[src/ppu_pkg.sv]
// PPU shared definitions
// screen geometry, CPU register selects and the 2C02 master colour table
`default_nettype none

package ppu_pkg;

    // dot and line geometry of one NTSC frame
    localparam logic [8:0] SCREEN_WIDTH = 9'd341;
    localparam logic [8:0] SCREEN_HEIGHT = 9'd262;
    localparam logic [8:0] SCREEN_VISIBLE_WIDTH = 9'd256;
    localparam logic [8:0] SCREEN_VISIBLE_HEIGHT = 9'd240;
    localparam logic [8:0] VBLANK_START_LINE = 9'd241;

    // start of the palette window in PPU address space
    localparam logic [15:0] PALETTE_BASE = 16'h3F00;

    // register select, in the chip's order
    typedef enum logic [2:0] {
        RS_PPUCTRL = 3'd0,
        RS_PPUMASK = 3'd1,
        RS_PPUSTATUS = 3'd2,
        RS_OAMADDR = 3'd3,
        RS_OAMDATA = 3'd4,
        RS_PPUSCROLL = 3'd5,
        RS_PPUADDR = 3'd6,
        RS_PPUDATA = 3'd7
    } ppu_reg_e;

    // CPU bus direction
    typedef enum logic {
        RW_WRITE = 1'b0,
        RW_READ = 1'b1
    } ppu_rw_e;

    // master palette as 8/8/8 RGB, indexed by the 6-bit colour number
    localparam logic [23:0] MASTER_RGB [64] = '{
        24'h666666, 24'h002A88, 24'h1412A7, 24'h3B00A4,
        24'h5C007E, 24'h6E0040, 24'h6C0600, 24'h561D00,
        24'h333500, 24'h0B4800, 24'h005200, 24'h004F08,
        24'h00404D, 24'h000000, 24'h000000, 24'h000000,
        24'hADADAD, 24'h155FD9, 24'h4240FF, 24'h7527FE,
        24'hA01ACC, 24'hB71E7B, 24'hB53120, 24'h994E00,
        24'h6B6D00, 24'h388700, 24'h0C9300, 24'h008F32,
        24'h007C8D, 24'h000000, 24'h000000, 24'h000000,
        24'hFFFEFF, 24'h64B0FF, 24'h9290FF, 24'hC676FF,
        24'hF36AFF, 24'hFE6ECC, 24'hFE8170, 24'hEA9E22,
        24'hBCBE00, 24'h88D800, 24'h5CE430, 24'h45E082,
        24'h48CDDE, 24'h4F4F4F, 24'h000000, 24'h000000,
        24'hFFFEFF, 24'hC0DFFF, 24'hD3D2FF, 24'hE8C8FF,
        24'hFBC2FF, 24'hFEC4EA, 24'hFECCC5, 24'hF7D8A5,
        24'hE4E594, 24'hCFEF96, 24'hBDF4AB, 24'hB3F3CC,
        24'hB5EBF2, 24'hB8B8B8, 24'h000000, 24'h000000
    };

endpackage

`default_nettype wire

[src/ppu.sv]
// picture processing unit (2C02)
// register file, pixel clock, VRAM port and palette
`timescale 1ns/1ps
`default_nettype none

module ppu (
    input  logic              i_clk,
    input  logic              i_reset_n,
    input  logic              i_cs_n,
    input  ppu_pkg::ppu_rw_e  i_rw,
    input  ppu_pkg::ppu_reg_e i_rs,
    input  logic [7:0]        i_data,
    output logic [7:0]        o_data,
    output logic              o_int_n,
    output logic              o_vram_rd_n,
    output logic              o_vram_we_n,
    output logic [13:0]       o_vram_address,
    output logic [7:0]        o_vram_data,
    input  logic [7:0]        i_vram_data,
    output logic [7:0]        o_video_red,
    output logic [7:0]        o_video_green,
    output logic [7:0]        o_video_blue,
    output logic [8:0]        o_video_x,
    output logic [8:0]        o_video_y,
    output logic              o_video_visible
);

    logic        w_vblank_start;
    logic        w_vblank_end;
    logic        w_vram_start_rd;
    logic        w_vram_start_wr;
    logic [13:0] w_vram_addr;
    logic [7:0]  w_vram_wdata;
    logic [7:0]  w_buffer;
    logic        w_pal_we;
    logic [4:0]  w_pal_addr;
    logic [5:0]  w_pal_wdata;
    logic [4:0]  w_pal_rd_addr;
    logic [5:0]  w_pal_rdata;

    ppu_timing timing_i (
        .i_clk(i_clk),
        .i_reset_n(i_reset_n),
        .o_x(o_video_x),
        .o_y(o_video_y),
        .o_visible(o_video_visible),
        .o_vblank_start(w_vblank_start),
        .o_vblank_end(w_vblank_end)
    );

    ppu_registers registers_i (
        .i_clk(i_clk),
        .i_reset_n(i_reset_n),
        .i_cs_n(i_cs_n),
        .i_rw(i_rw),
        .i_rs(i_rs),
        .i_data(i_data),
        .o_data(o_data),
        .i_vblank_start(w_vblank_start),
        .i_vblank_end(w_vblank_end),
        .o_int_n(o_int_n),
        .o_vram_start_rd(w_vram_start_rd),
        .o_vram_start_wr(w_vram_start_wr),
        .o_vram_addr(w_vram_addr),
        .o_vram_wdata(w_vram_wdata),
        .o_pal_we(w_pal_we),
        .o_pal_addr(w_pal_addr),
        .o_pal_wdata(w_pal_wdata),
        .o_pal_rd_addr(w_pal_rd_addr),
        .i_buffer(w_buffer),
        .i_pal_rdata(w_pal_rdata)
    );

    ppu_vram_port vram_port_i (
        .i_clk(i_clk),
        .i_reset_n(i_reset_n),
        .i_start_rd(w_vram_start_rd),
        .i_start_wr(w_vram_start_wr),
        .i_addr(w_vram_addr),
        .i_wdata(w_vram_wdata),
        .o_buffer(w_buffer),
        .o_vram_rd_n(o_vram_rd_n),
        .o_vram_we_n(o_vram_we_n),
        .o_vram_address(o_vram_address),
        .o_vram_data(o_vram_data),
        .i_vram_data(i_vram_data)
    );

    ppu_palette palette_i (
        .i_clk(i_clk),
        .i_reset_n(i_reset_n),
        .i_we(w_pal_we),
        .i_addr(w_pal_addr),
        .i_wdata(w_pal_wdata),
        .i_rd_addr(w_pal_rd_addr),
        .o_rdata(w_pal_rdata),
        .o_red(o_video_red),
        .o_green(o_video_green),
        .o_blue(o_video_blue)
    );

endmodule

`default_nettype wire

[src/ppu_palette.sv]
// PPU palette RAM
// 32 colour entries with backdrop mirroring and the registered RGB lookup
`timescale 1ns/1ps
`default_nettype none

module ppu_palette (
    input  logic       i_clk,
    input  logic       i_reset_n,
    input  logic       i_we,
    input  logic [4:0] i_addr,
    input  logic [5:0] i_wdata,
    input  logic [4:0] i_rd_addr,
    output logic [5:0] o_rdata,
    output logic [7:0] o_red,
    output logic [7:0] o_green,
    output logic [7:0] o_blue
);
    import ppu_pkg::*;

    logic [5:0]  r_pal [32];
    logic [23:0] r_rgb;

    // entries 10, 14, 18 and 1C alias the background ones
    function automatic logic [4:0] fold_addr(input logic [4:0] addr);
        if (addr[1:0] == 2'b00)
        begin
            return {1'b0, addr[3:0]};
        end
        return addr;
    endfunction

    always_ff @(posedge i_clk)
    begin
        if (i_we)
        begin
            r_pal[fold_addr(i_addr)] <= i_wdata;
        end
    end

    assign o_rdata = r_pal[fold_addr(i_rd_addr)];

    // backdrop colour only, no pixel pipeline yet
    always_ff @(posedge i_clk)
    begin
        if (!i_reset_n)
        begin
            r_rgb <= 24'h000000;
        end
        else
        begin
            r_rgb <= MASTER_RGB[r_pal[0]];
        end
    end

    assign o_red = r_rgb[23:16];
    assign o_green = r_rgb[15:8];
    assign o_blue = r_rgb[7:0];

endmodule

`default_nettype wire

[src/ppu_registers.sv]
// PPU CPU register file
// decodes bus accesses into control, scroll, OAM, NMI and PPUDATA requests
`timescale 1ns/1ps
`default_nettype none

module ppu_registers (
    input  logic              i_clk,
    input  logic              i_reset_n,
    input  logic              i_cs_n,
    input  ppu_pkg::ppu_rw_e  i_rw,
    input  ppu_pkg::ppu_reg_e i_rs,
    input  logic [7:0]        i_data,
    output logic [7:0]        o_data,
    input  logic              i_vblank_start,
    input  logic              i_vblank_end,
    output logic              o_int_n,
    output logic              o_vram_start_rd,
    output logic              o_vram_start_wr,
    output logic [13:0]       o_vram_addr,
    output logic [7:0]        o_vram_wdata,
    output logic              o_pal_we,
    output logic [4:0]        o_pal_addr,
    output logic [5:0]        o_pal_wdata,
    output logic [4:0]        o_pal_rd_addr,
    input  logic [7:0]        i_buffer,
    input  logic [5:0]        i_pal_rdata
);
    import ppu_pkg::*;

    logic [7:0]  r_ppuctrl;
    logic [7:0]  r_oamaddr;
    logic [7:0]  r_oam [256];
    logic [14:0] r_v;
    logic [14:0] r_t;
    logic        r_w;
    logic        r_vblank;

    logic w_acc_wr;
    logic w_acc_rd;
    logic w_status_rd;
    logic w_data_acc;
    logic w_in_palette;

    assign w_acc_wr = !i_cs_n && (i_rw == RW_WRITE);
    assign w_acc_rd = !i_cs_n && (i_rw == RW_READ);
    assign w_status_rd = w_acc_rd && (i_rs == RS_PPUSTATUS);
    assign w_data_acc = !i_cs_n && (i_rs == RS_PPUDATA);
    // v doubles as the PPUADDR pointer, as on the chip
    assign w_in_palette = {2'b00, r_v[13:0]} >= PALETTE_BASE;

    always_ff @(posedge i_clk)
    begin
        if (!i_reset_n)
        begin
            r_ppuctrl <= 8'h00;
            r_oamaddr <= 8'h00;
            r_v <= 15'd0;
            r_t <= 15'd0;
            r_w <= 1'b0;
            r_vblank <= 1'b0;
        end
        else
        begin
            // status read wins over a vblank edge in the same cycle
            if (w_status_rd)
            begin
                r_vblank <= 1'b0;
                r_w <= 1'b0;
            end
            else if (i_vblank_start)
            begin
                r_vblank <= 1'b1;
            end
            else if (i_vblank_end)
            begin
                r_vblank <= 1'b0;
            end

            if (w_acc_wr)
            begin
                case (i_rs)
                    RS_PPUCTRL:
                    begin
                        r_ppuctrl <= i_data;
                        r_t[11:10] <= i_data[1:0];
                    end
                    RS_OAMADDR: r_oamaddr <= i_data;
                    RS_OAMDATA: r_oamaddr <= r_oamaddr + 8'd1;
                    RS_PPUSCROLL:
                    begin
                        // first write is x, second is y
                        if (!r_w)
                        begin
                            r_t[4:0] <= i_data[7:3];
                        end
                        else
                        begin
                            r_t[9:5] <= i_data[7:3];
                            r_t[14:12] <= i_data[2:0];
                        end
                        r_w <= !r_w;
                    end
                    RS_PPUADDR:
                    begin
                        // high byte first, v follows t on the low byte
                        if (!r_w)
                        begin
                            r_t[13:8] <= i_data[5:0];
                            r_t[14] <= 1'b0;
                        end
                        else
                        begin
                            r_t[7:0] <= i_data;
                            r_v <= {r_t[14:8], i_data};
                        end
                        r_w <= !r_w;
                    end
                    default:
                    begin
                    end
                endcase
            end

            if (w_data_acc)
            begin
                r_v <= r_v + (r_ppuctrl[2] ? 15'd32 : 15'd1);
            end
        end
    end

    // sprite memory
    always_ff @(posedge i_clk)
    begin
        if (w_acc_wr && (i_rs == RS_OAMDATA))
        begin
            r_oam[r_oamaddr] <= i_data;
        end
    end

    always_comb
    begin
        o_data = 8'h00;
        if (w_acc_rd)
        begin
            case (i_rs)
                RS_PPUSTATUS: o_data = {r_vblank, 7'b000_0000};
                RS_OAMDATA: o_data = r_oam[r_oamaddr];
                RS_PPUDATA: o_data = w_in_palette ? {2'b00, i_pal_rdata} : i_buffer;
                default: o_data = 8'h00;
            endcase
        end
    end

    assign o_int_n = !(r_vblank && r_ppuctrl[7]);

    // PPUDATA goes to the palette above 3F00 and to VRAM below it
    assign o_vram_start_rd = w_data_acc && (i_rw == RW_READ) && !w_in_palette;
    assign o_vram_start_wr = w_data_acc && w_acc_wr && !w_in_palette;
    assign o_vram_addr = r_v[13:0];
    assign o_vram_wdata = i_data;

    assign o_pal_we = w_data_acc && w_acc_wr && w_in_palette;
    assign o_pal_addr = r_v[4:0];
    assign o_pal_wdata = i_data[5:0];
    assign o_pal_rd_addr = r_v[4:0];

endmodule

`default_nettype wire

[src/ppu_timing.sv]
// PPU pixel clock
// walks dots and scanlines and flags the visible area and vblank edges
`timescale 1ns/1ps
`default_nettype none

module ppu_timing (
    input  logic       i_clk,
    input  logic       i_reset_n,
    output logic [8:0] o_x,
    output logic [8:0] o_y,
    output logic       o_visible,
    output logic       o_vblank_start,
    output logic       o_vblank_end
);
    import ppu_pkg::*;

    logic [8:0] r_x;
    logic [8:0] r_y;

    always_ff @(posedge i_clk)
    begin
        if (!i_reset_n)
        begin
            r_x <= 9'd0;
            r_y <= 9'd0;
        end
        else if (r_x != SCREEN_WIDTH - 9'd1)
        begin
            r_x <= r_x + 9'd1;
        end
        else
        begin
            r_x <= 9'd0;
            // last line of the frame wraps back to the top
            r_y <= (r_y == SCREEN_HEIGHT - 9'd1) ? 9'd0 : r_y + 9'd1;
        end
    end

    assign o_x = r_x;
    assign o_y = r_y;
    assign o_visible = (r_x < SCREEN_VISIBLE_WIDTH) && (r_y < SCREEN_VISIBLE_HEIGHT);

    // single-dot pulses at the first dot of the vblank lines
    assign o_vblank_start = (r_x == 9'd0) && (r_y == VBLANK_START_LINE);
    assign o_vblank_end = (r_x == 9'd0) && (r_y == SCREEN_HEIGHT - 9'd1);

endmodule

`default_nettype wire

[src/ppu_vram_port.sv]
// PPU VRAM port
// turns PPUDATA requests into one strobe cycle and keeps the read buffer
`timescale 1ns/1ps
`default_nettype none

module ppu_vram_port (
    input  logic        i_clk,
    input  logic        i_reset_n,
    input  logic        i_start_rd,
    input  logic        i_start_wr,
    input  logic [13:0] i_addr,
    input  logic [7:0]  i_wdata,
    output logic [7:0]  o_buffer,
    output logic        o_vram_rd_n,
    output logic        o_vram_we_n,
    output logic [13:0] o_vram_address,
    output logic [7:0]  o_vram_data,
    input  logic [7:0]  i_vram_data
);

    logic        r_rd_n;
    logic        r_we_n;
    logic [13:0] r_address;
    logic [7:0]  r_buffer;

    // cycle 1 accepts the request, cycle 2 drives the strobe
    always_ff @(posedge i_clk)
    begin
        if (!i_reset_n)
        begin
            r_rd_n <= 1'b1;
            r_we_n <= 1'b1;
            r_address <= 14'd0;
            r_buffer <= 8'h00;
        end
        else
        begin
            // strobes last exactly one cycle
            r_rd_n <= !i_start_rd;
            r_we_n <= !i_start_wr;

            if (i_start_rd || i_start_wr)
            begin
                r_address <= i_addr;
            end

            // a write parks its byte in the buffer, which also feeds the bus
            if (i_start_wr)
            begin
                r_buffer <= i_wdata;
            end
            else if (!r_rd_n)
            begin
                r_buffer <= i_vram_data;
            end
        end
    end

    assign o_buffer = r_buffer;
    assign o_vram_rd_n = r_rd_n;
    assign o_vram_we_n = r_we_n;
    assign o_vram_address = r_address;
    assign o_vram_data = !r_we_n ? r_buffer : 8'h00;

endmodule

`default_nettype wire

[config.mk]
export PLATFORM = sky130hd
export DESIGN_NAME = ppu
export DESIGN_NICKNAME = d
export VERILOG_FILES = /design/src/ppu_pkg.sv /design/src/ppu.sv /design/src/ppu_palette.sv /design/src/ppu_registers.sv /design/src/ppu_timing.sv /design/src/ppu_vram_port.sv
export SDC_FILE = /design/constraint.sdc
export NUM_CORES = 2
export LEC_CHECK = 0
export ABC_AREA = 1
export BUFFER_PORTS_ARGS = -buffer_cell sky130_fd_sc_hd__clkbuf_2
export CAP_MARGIN = 20
export CORE_ASPECT_RATIO = 0.8
export CORE_MARGIN = 4
export CORE_UTILIZATION = 50
export DETAILED_ROUTE_END_ITERATION = 12
export PLACE_DENSITY_LB_ADDON = 0.3
export SETUP_SLACK_MARGIN = 0.2
export SYNTH_ARGS = -nofsm -noshare
export SYNTH_HDL_FRONTEND = slang
export SYNTH_SLANG_ARGS = --single-unit
[constraint.sdc]
create_clock -name i_clk -period 4.3 [get_ports i_clk]
set_clock_uncertainty 0.15 [all_clocks]
set_input_delay 0.645 -clock i_clk [delete_from_list [all_inputs] [get_ports i_clk]]
set_output_delay 0.645 -clock i_clk [all_outputs]
set_load 0.02 [all_outputs]
# == Word level (Yosys, flattened, before mapping) ==
# Memories as Yosys holds them, arrays and structs flattened. A register that Yosys moved wholly into a read port is not among the register bits.
# Index checks and enable logic that the tools add are counted.
# op_classes
eq_ne,12
order_cmp,3
n_mux,38
addsub,4
reduce_logical,40
bitwise,3
# ops
operator,count
$mux 8,8
$mux 15,4
$mux 5,6
$pmux 8 s3,1
$pmux 10 s2,1
$add 9x1->9 const B,2
$pmux 8 s2,1
$add 15x15->15,1
$ge 14x14->1 const B,1
$logic_and 1x1->1,14
$reduce_bool 2->1,7
$eq 3x3->1 const B,4
$mux 1,11
$eq 9x8->1 const B,1
$eq 9x9->1 const B,1
$logic_not 9->1,1
$lt 9x8->1 const B,1
$lt 9x9->1 const B,1
$mux 9,1
$ne 9x9->1 const B,1
$add 8x1->8 const B,1
$logic_not 1->1,7
$mux 7,1
$not 6->7,1
other kinds (15),22
# word_totals
regBits,82
memories,3
rom_bits,1536
ramBits,2240
in_bits,23
wordCells,116
output_inout_bits,76
# memory_table
name,words,word_bits,read_ports,rd_ports_with_merged_regs,wr,line,rtl
registers_i.r_oam,256,8,1,1,1,ppu_registers.sv:32,logic [7:0] r_oam [256];
(no name shown),64,24,1,1,0,ppu_palette.sv:51,r_rgb <= MASTER_RGB[r_pal[0]];
palette_i.r_pal,32,6,2,0,1,ppu_palette.sv:20,logic [5:0] r_pal [32];

# == Longest topological paths before layout ==
# logic_depth
ltp_word,7
ltp_mapped,15
depth_no_buf,13

# == By module ==
# Synthesis repeated with hierarchy kept, for this count alone.
# hier_totals
hier_cells,8864
hier_area_um2,98510.7
# modules_own_cells
mod,cells_each,n_inst,area_each_um2
ppu_registers,7276,1,85477.0
ppu_palette,1271,1,10898.0
ppu_timing,174,1,1111.1
ppu_vram_port,143,1,1024.7

# == Worst setup path after synthesis ==
# OpenSTA, ideal clock, no wires.
# synth_timing
path_type,input-to-reg
startpoint,in i_cs_n
endpoint,"mem registers_i.r_oam[102][0], enable pin"
t_arrival_ps,2177
required_time_ps,3780
setup_ps,370
path_stages,8
setup_slack_ps,1603
path_buffers,1
cell_sequence,nor2_1 > inv_1 > nor2_2 > inv_1 > nor2_1 > nand2_1 > buf_2 > nor2_1
# synth_between
elab_chain_cells,5
# synth_lines
element,line,rtl
from (decl),ppu.sv:9,"input logic i_cs_n,"
$logic_not 1->1,ppu_registers.sv:44,assign w_acc_wr = !i_cs_n && (i_rw == RW_WRITE);
$logic_and 1x1->1,ppu_registers.sv:44,
$logic_and 1x1->1,ppu_registers.sv:134,if (w_acc_wr && (i_rs == RS_OAMDATA))
$mux 1,ppu_registers.sv:134,
$mux 1 (not written as such),ppu_registers.sv:136,r_oam[r_oamaddr] <= i_data;
to (decl),ppu_registers.sv:32,
# No other way between the ends.

==> metrics <==
DIE WIDTH=496.9 µm; R2R depth=9; final setup vio count=7; Total Wirelength=roughly 280000 µm; min cycle time layout=around 4.3 ns; CTS tree=done; number of flops mapped to enable cells by yosys=around 2200; core area=approximately 190000 µm²; RePlAce Congestion=0.9337; RSZ-0062 raised after global routing=yes; Die Height=between 300 and 400 µm; Crit path largest cell delay=0.40 ns; register clock-pin slew on the reported worst setup and hold paths=0.06 ns; Final Max Tran Viols=0; Post-Syn Instances=approximately 8300; IO Pins=99; CTS Sinks=2322; Pwr Density=412.3 nW/µm²; violated checks=negative setup slack; worst vdd ir=between 0.4 and 0.5 mV; worst flop-to-flop path endpoint=palette_i.r_pal[26][1]; Nets=just under 9000; GRT Total Usage=0.2766; per-cell routed wire length=25.00 µm; Power, Total=~46 mW; Reg-to-Reg Start=registers_i.r_v[8]; total CTS buffers=between 200 and 250; WP data arrival=3.55 ns; Setup crit start kind=flip-flop; Crit-path slowest cell=dfxtp_4; Placed Area=101300 µm²; worst setup margin=-0.04379 ns; max-cap violation count=0; syn_area_per_cell=11.52 µm²; drt pass-1 iters=9; layout cell share with drive strength beyond 1=0.1428; Yosys reg bits=2322; FF-to-FF setup slack=1.08 ns; die area=a little under 200000 µm²; Mapped Nets=8345; Final Hold Vio Count=0; Slew @ Worst Pin=1.030 ns; Synthesis Warnings=0; Skew-Pair Late Insertion Delay=0.86 ns; CP endpoint kind=primary output; row cnt=around 140; FF/Latch Area=68680 µm²; P_leak=39.55 nW; vias in the first global route=64280; CP cell instances=buf_12 -> clkinv_16 -> buf_12 -> buf_16 -> buf_12 -> buf_12 -> buf_16 -> nand2_2 -> nand3_2 -> nand3_2 -> nand3_2 -> nand3_2 -> nand3_2 -> nand3_4 -> nand3_4 -> nand3_4 -> a21oi_4 -> buf_8; Final period util=1.010; # H-tree levels=4; top_reg_cell synth=edfxtp_1; Crit Path Category=reg -> out; outcome=complete, but fails checks; fill count=14870; HPWL Detailed=163800 µm; worst path required time=3.50 ns; achievable frequency=0.2302 GHz; Slew headroom=0.3108; area of the multi-input gates=25300 µm²; CP endpoint=o_data[3]; root buf cell=clkbuf_16; routed vias=approximately 70000; Syn Std Cell Area=95590 µm²; Hold Path Class=in -> reg; DRC=0; Area Growth Syn to Fin=17.13%; first-pass GRT wire length=415400 µm; Vias/cell=6.041; GRT overflow=0; Initial Util=0.5031; largest net degree at the start of global routing=124; ys async rst share=0; Finished Cell Area=112000 µm²; DR iter-0 viols=about 11000; CP max FO=8; maximum clock path buffer count=3; Routed Antenna Nets=0; initial antenna violation count=8; Unique masters post-synth=53; IO Port Bufs=98; CP most frequent cell=nand3_2; sequential area share after synthesis=0.7183
-- stage by stage --
step | TNS [ns] | util | std cells | setup WS [ns] | hold slack, ns
floorplan | 0 | - | 8298 | 1.603 | 0.2705
global placement | 0 | 0.5333 | 10890 | 0.1026 | 0.2908
detailed placement | 0 | 0.5333 | 10890 | 0.1025 | 0.2915
CTS | -0.6193 | 0.5846 | 11360 | -0.09250 | 0.05095
global route | -0.8361 | 0.5892 | 11380 | -0.1364 | 0.08851
finish | -0.2266 | 0.5893 | 11390 | -0.04379 | 0.08763
-- per-layer routing --
layer / track usage / wire, µm / vias up
met5: 0 / 31 / -
met3: 0.06743 / 36840 / 568
met2: 0.4042 / 124300 / 4489
met1: 0.4078 / 114500 / 33440
met4: 0.09223 / 8964 / 4
li1: - / - / 30290
-- cell type report --
| type | instances | share of cell area |
|---|---|---|
| Multi-Input combinational cell | 5284 | 0.2260 |
| Inverter | 148 | 0.005599 |
| Clock buffer | 274 | 0.05061 |
| Timing Repair Buffer | 685 | 0.06522 |
| Tap cell | 2537 | 0.02835 |
| Antenna cell | 4 | 0.00008940 |
| Timing Repair inverter | 6 | 0.0005811 |
| Sequential cell | 2322 | 0.6134 |
| Clock inverter | 126 | 0.01015 |
-- report_power, final --
| group | total [mW] | leakage, nW | internal (mW) | switching [mW] |
|---|---|---|---|---|
| registers | 24.8 | 20.8 | 24.8 | 0.0264 |
| logic | 2.65 | 15.4 | 0.762 | 1.89 |
| clock network | 18.7 | 3.33 | 10.3 | 8.45 |
-- critical path, delay by kind of cell, from the launching register on --
kind | cells | cell delay, ns
compound gates | 1 | 0.09
buf+inv | 8 | 1.22
flops | 1 | 0.40
simple gates | 9 | 0.95
-- cell usage in the layout (no fill, tap or decap), types with 6 or more instances in the layout --
| master | count |
|---|---|
| inv_1 | 135 |
| edfxtp_1 | 2216 |
| a22oi_1 | 34 |
| inv_6 | 9 |
| buf_8 | 14 |
| mux2i_1 | 8 |
| a21oi_1 | 88 |
| o22ai_1 | 7 |
| xor2_1 | 7 |
| a221oi_1 | 19 |
| nand3_4 | 45 |
| buf_16 | 44 |
| o211ai_1 | 9 |
| clkbuf_16 | 228 |
| buf_4 | 424 |
| nand2_1 | 2337 |
| buf_6 | 21 |
| bufinv_16 | 16 |
| nor2_1 | 405 |
| dlygate4sd3_1 | 10 |
| nand2_2 | 16 |
| ha_1 | 24 |
| a311oi_1 | 6 |
| nand3_1 | 1868 |
| bufbuf_16 | 10 |
| nand3_2 | 180 |
| clkinv_1 | 52 |
| clkbuf_2 | 84 |
| a211oi_1 | 15 |
| clkinv_2 | 43 |
| dfxtp_1 | 100 |
| a31oi_1 | 26 |
| buf_12 | 64 |
| o21ai_0 | 82 |
| nand4_1 | 25 |
| clkbuf_1 | 53 |
| clkbuf_8 | 7 |
| nor3_1 | 23 |
-- flip-flops by register name, summed over array words and instances (netlist names), named ones only --
register	count
palette_i.r_pal	168
palette_i.r_rgb	24
registers_i.r_oam	2048
registers_i.r_oamaddr	8
registers_i.r_ppuctrl	2
registers_i.r_t	6
registers_i.r_v	14
registers_i.r_vblank	1
registers_i.r_w	1
timing_i.o_x	9
timing_i.o_y	9
vram_port_i.o_buffer	8
vram_port_i.o_vram_address	14
vram_port_i.o_vram_rd_n	1
vram_port_i.o_vram_we_n	1
-- kinds of logic after synthesis --
logic type / after synthesis / synth area share
AOI/OAI and AO/OA: 317 / 0.02034
and+or+nand+nor: 4927 / 0.2233
xor gates and xnor gates: 8 / 0.0007330
adders and majority gates: 24 / 0.003141
buffers and inverters: 692 / 0.03333
DFF: 2322 / 0.7183
muxes: 8 / 0.0008378
-- synthesized netlist by cell type, types with 5 or more instances --
cell | n | area, µm²
a21oi_1 | 96 | 480.5
clkbuf_1 | 151 | 566.8
buf_1 | 50 | 187.7
a211oi_1 | 15 | 112.6
xor2_1 | 7 | 61.31
edfxtp_1 | 2216 | 66540
nor2_2 | 5 | 31.28
o21ai_0 | 83 | 415.4
buf_2 | 288 | 1441
nand3_1 | 2089 | 10460
inv_2 | 6 | 22.52
buf_4 | 49 | 367.9
o221ai_1 | 5 | 43.79
inv_1 | 137 | 514.2
o22ai_1 | 7 | 43.79
ha_1 | 24 | 300.3
mux2i_1 | 8 | 80.08
dfxtp_1 | 106 | 2122
a311oi_1 | 6 | 52.55
nor3_1 | 23 | 115.1
nor4_1 | 5 | 31.28
nand4_1 | 25 | 156.4
a221oi_1 | 19 | 166.4
a31oi_1 | 26 | 162.7
a22oi_1 | 34 | 255.2
o31ai_1 | 5 | 37.54
buf_6 | 5 | 56.30
o211ai_1 | 9 | 67.56
nand2_1 | 2352 | 8828
nor2_1 | 407 | 1528
-- worst min-delay path by stage --
stage / startpoint / end / slack, ns / cells past startpoint
floorplan: registers_i.r_t[11] / registers_i.r_t[11] / 0.27 / 2
finish: i_data[4] / palette_i.r_pal[14][4] / 0.09 / 1
detailed placement: registers_i.r_ppuctrl[7] / registers_i.r_ppuctrl[7] / 0.29 / 2
global placement: registers_i.r_ppuctrl[7] / registers_i.r_ppuctrl[7] / 0.29 / 2
CTS: i_rs[1] / registers_i.r_ppuctrl[7] / 0.05 / 4
global route: i_data[4] / palette_i.r_pal[14][4] / 0.09 / 1
-- what timing repair did --
| action | in CTS | in global routing |
|---|---|---|
| cloned | 30 | 12 |
| buffers inserted | 32 | 12 |
| hold buffers | 10 | 0 |
| setup endpoints to repair | 8 | 8 |
| resized for setup | 340 | 82 |
| endpoints found under the hold margin | 12 | 0 |
| pin swaps | 52 | 43 |
Power figures use the tool's default switching activity.
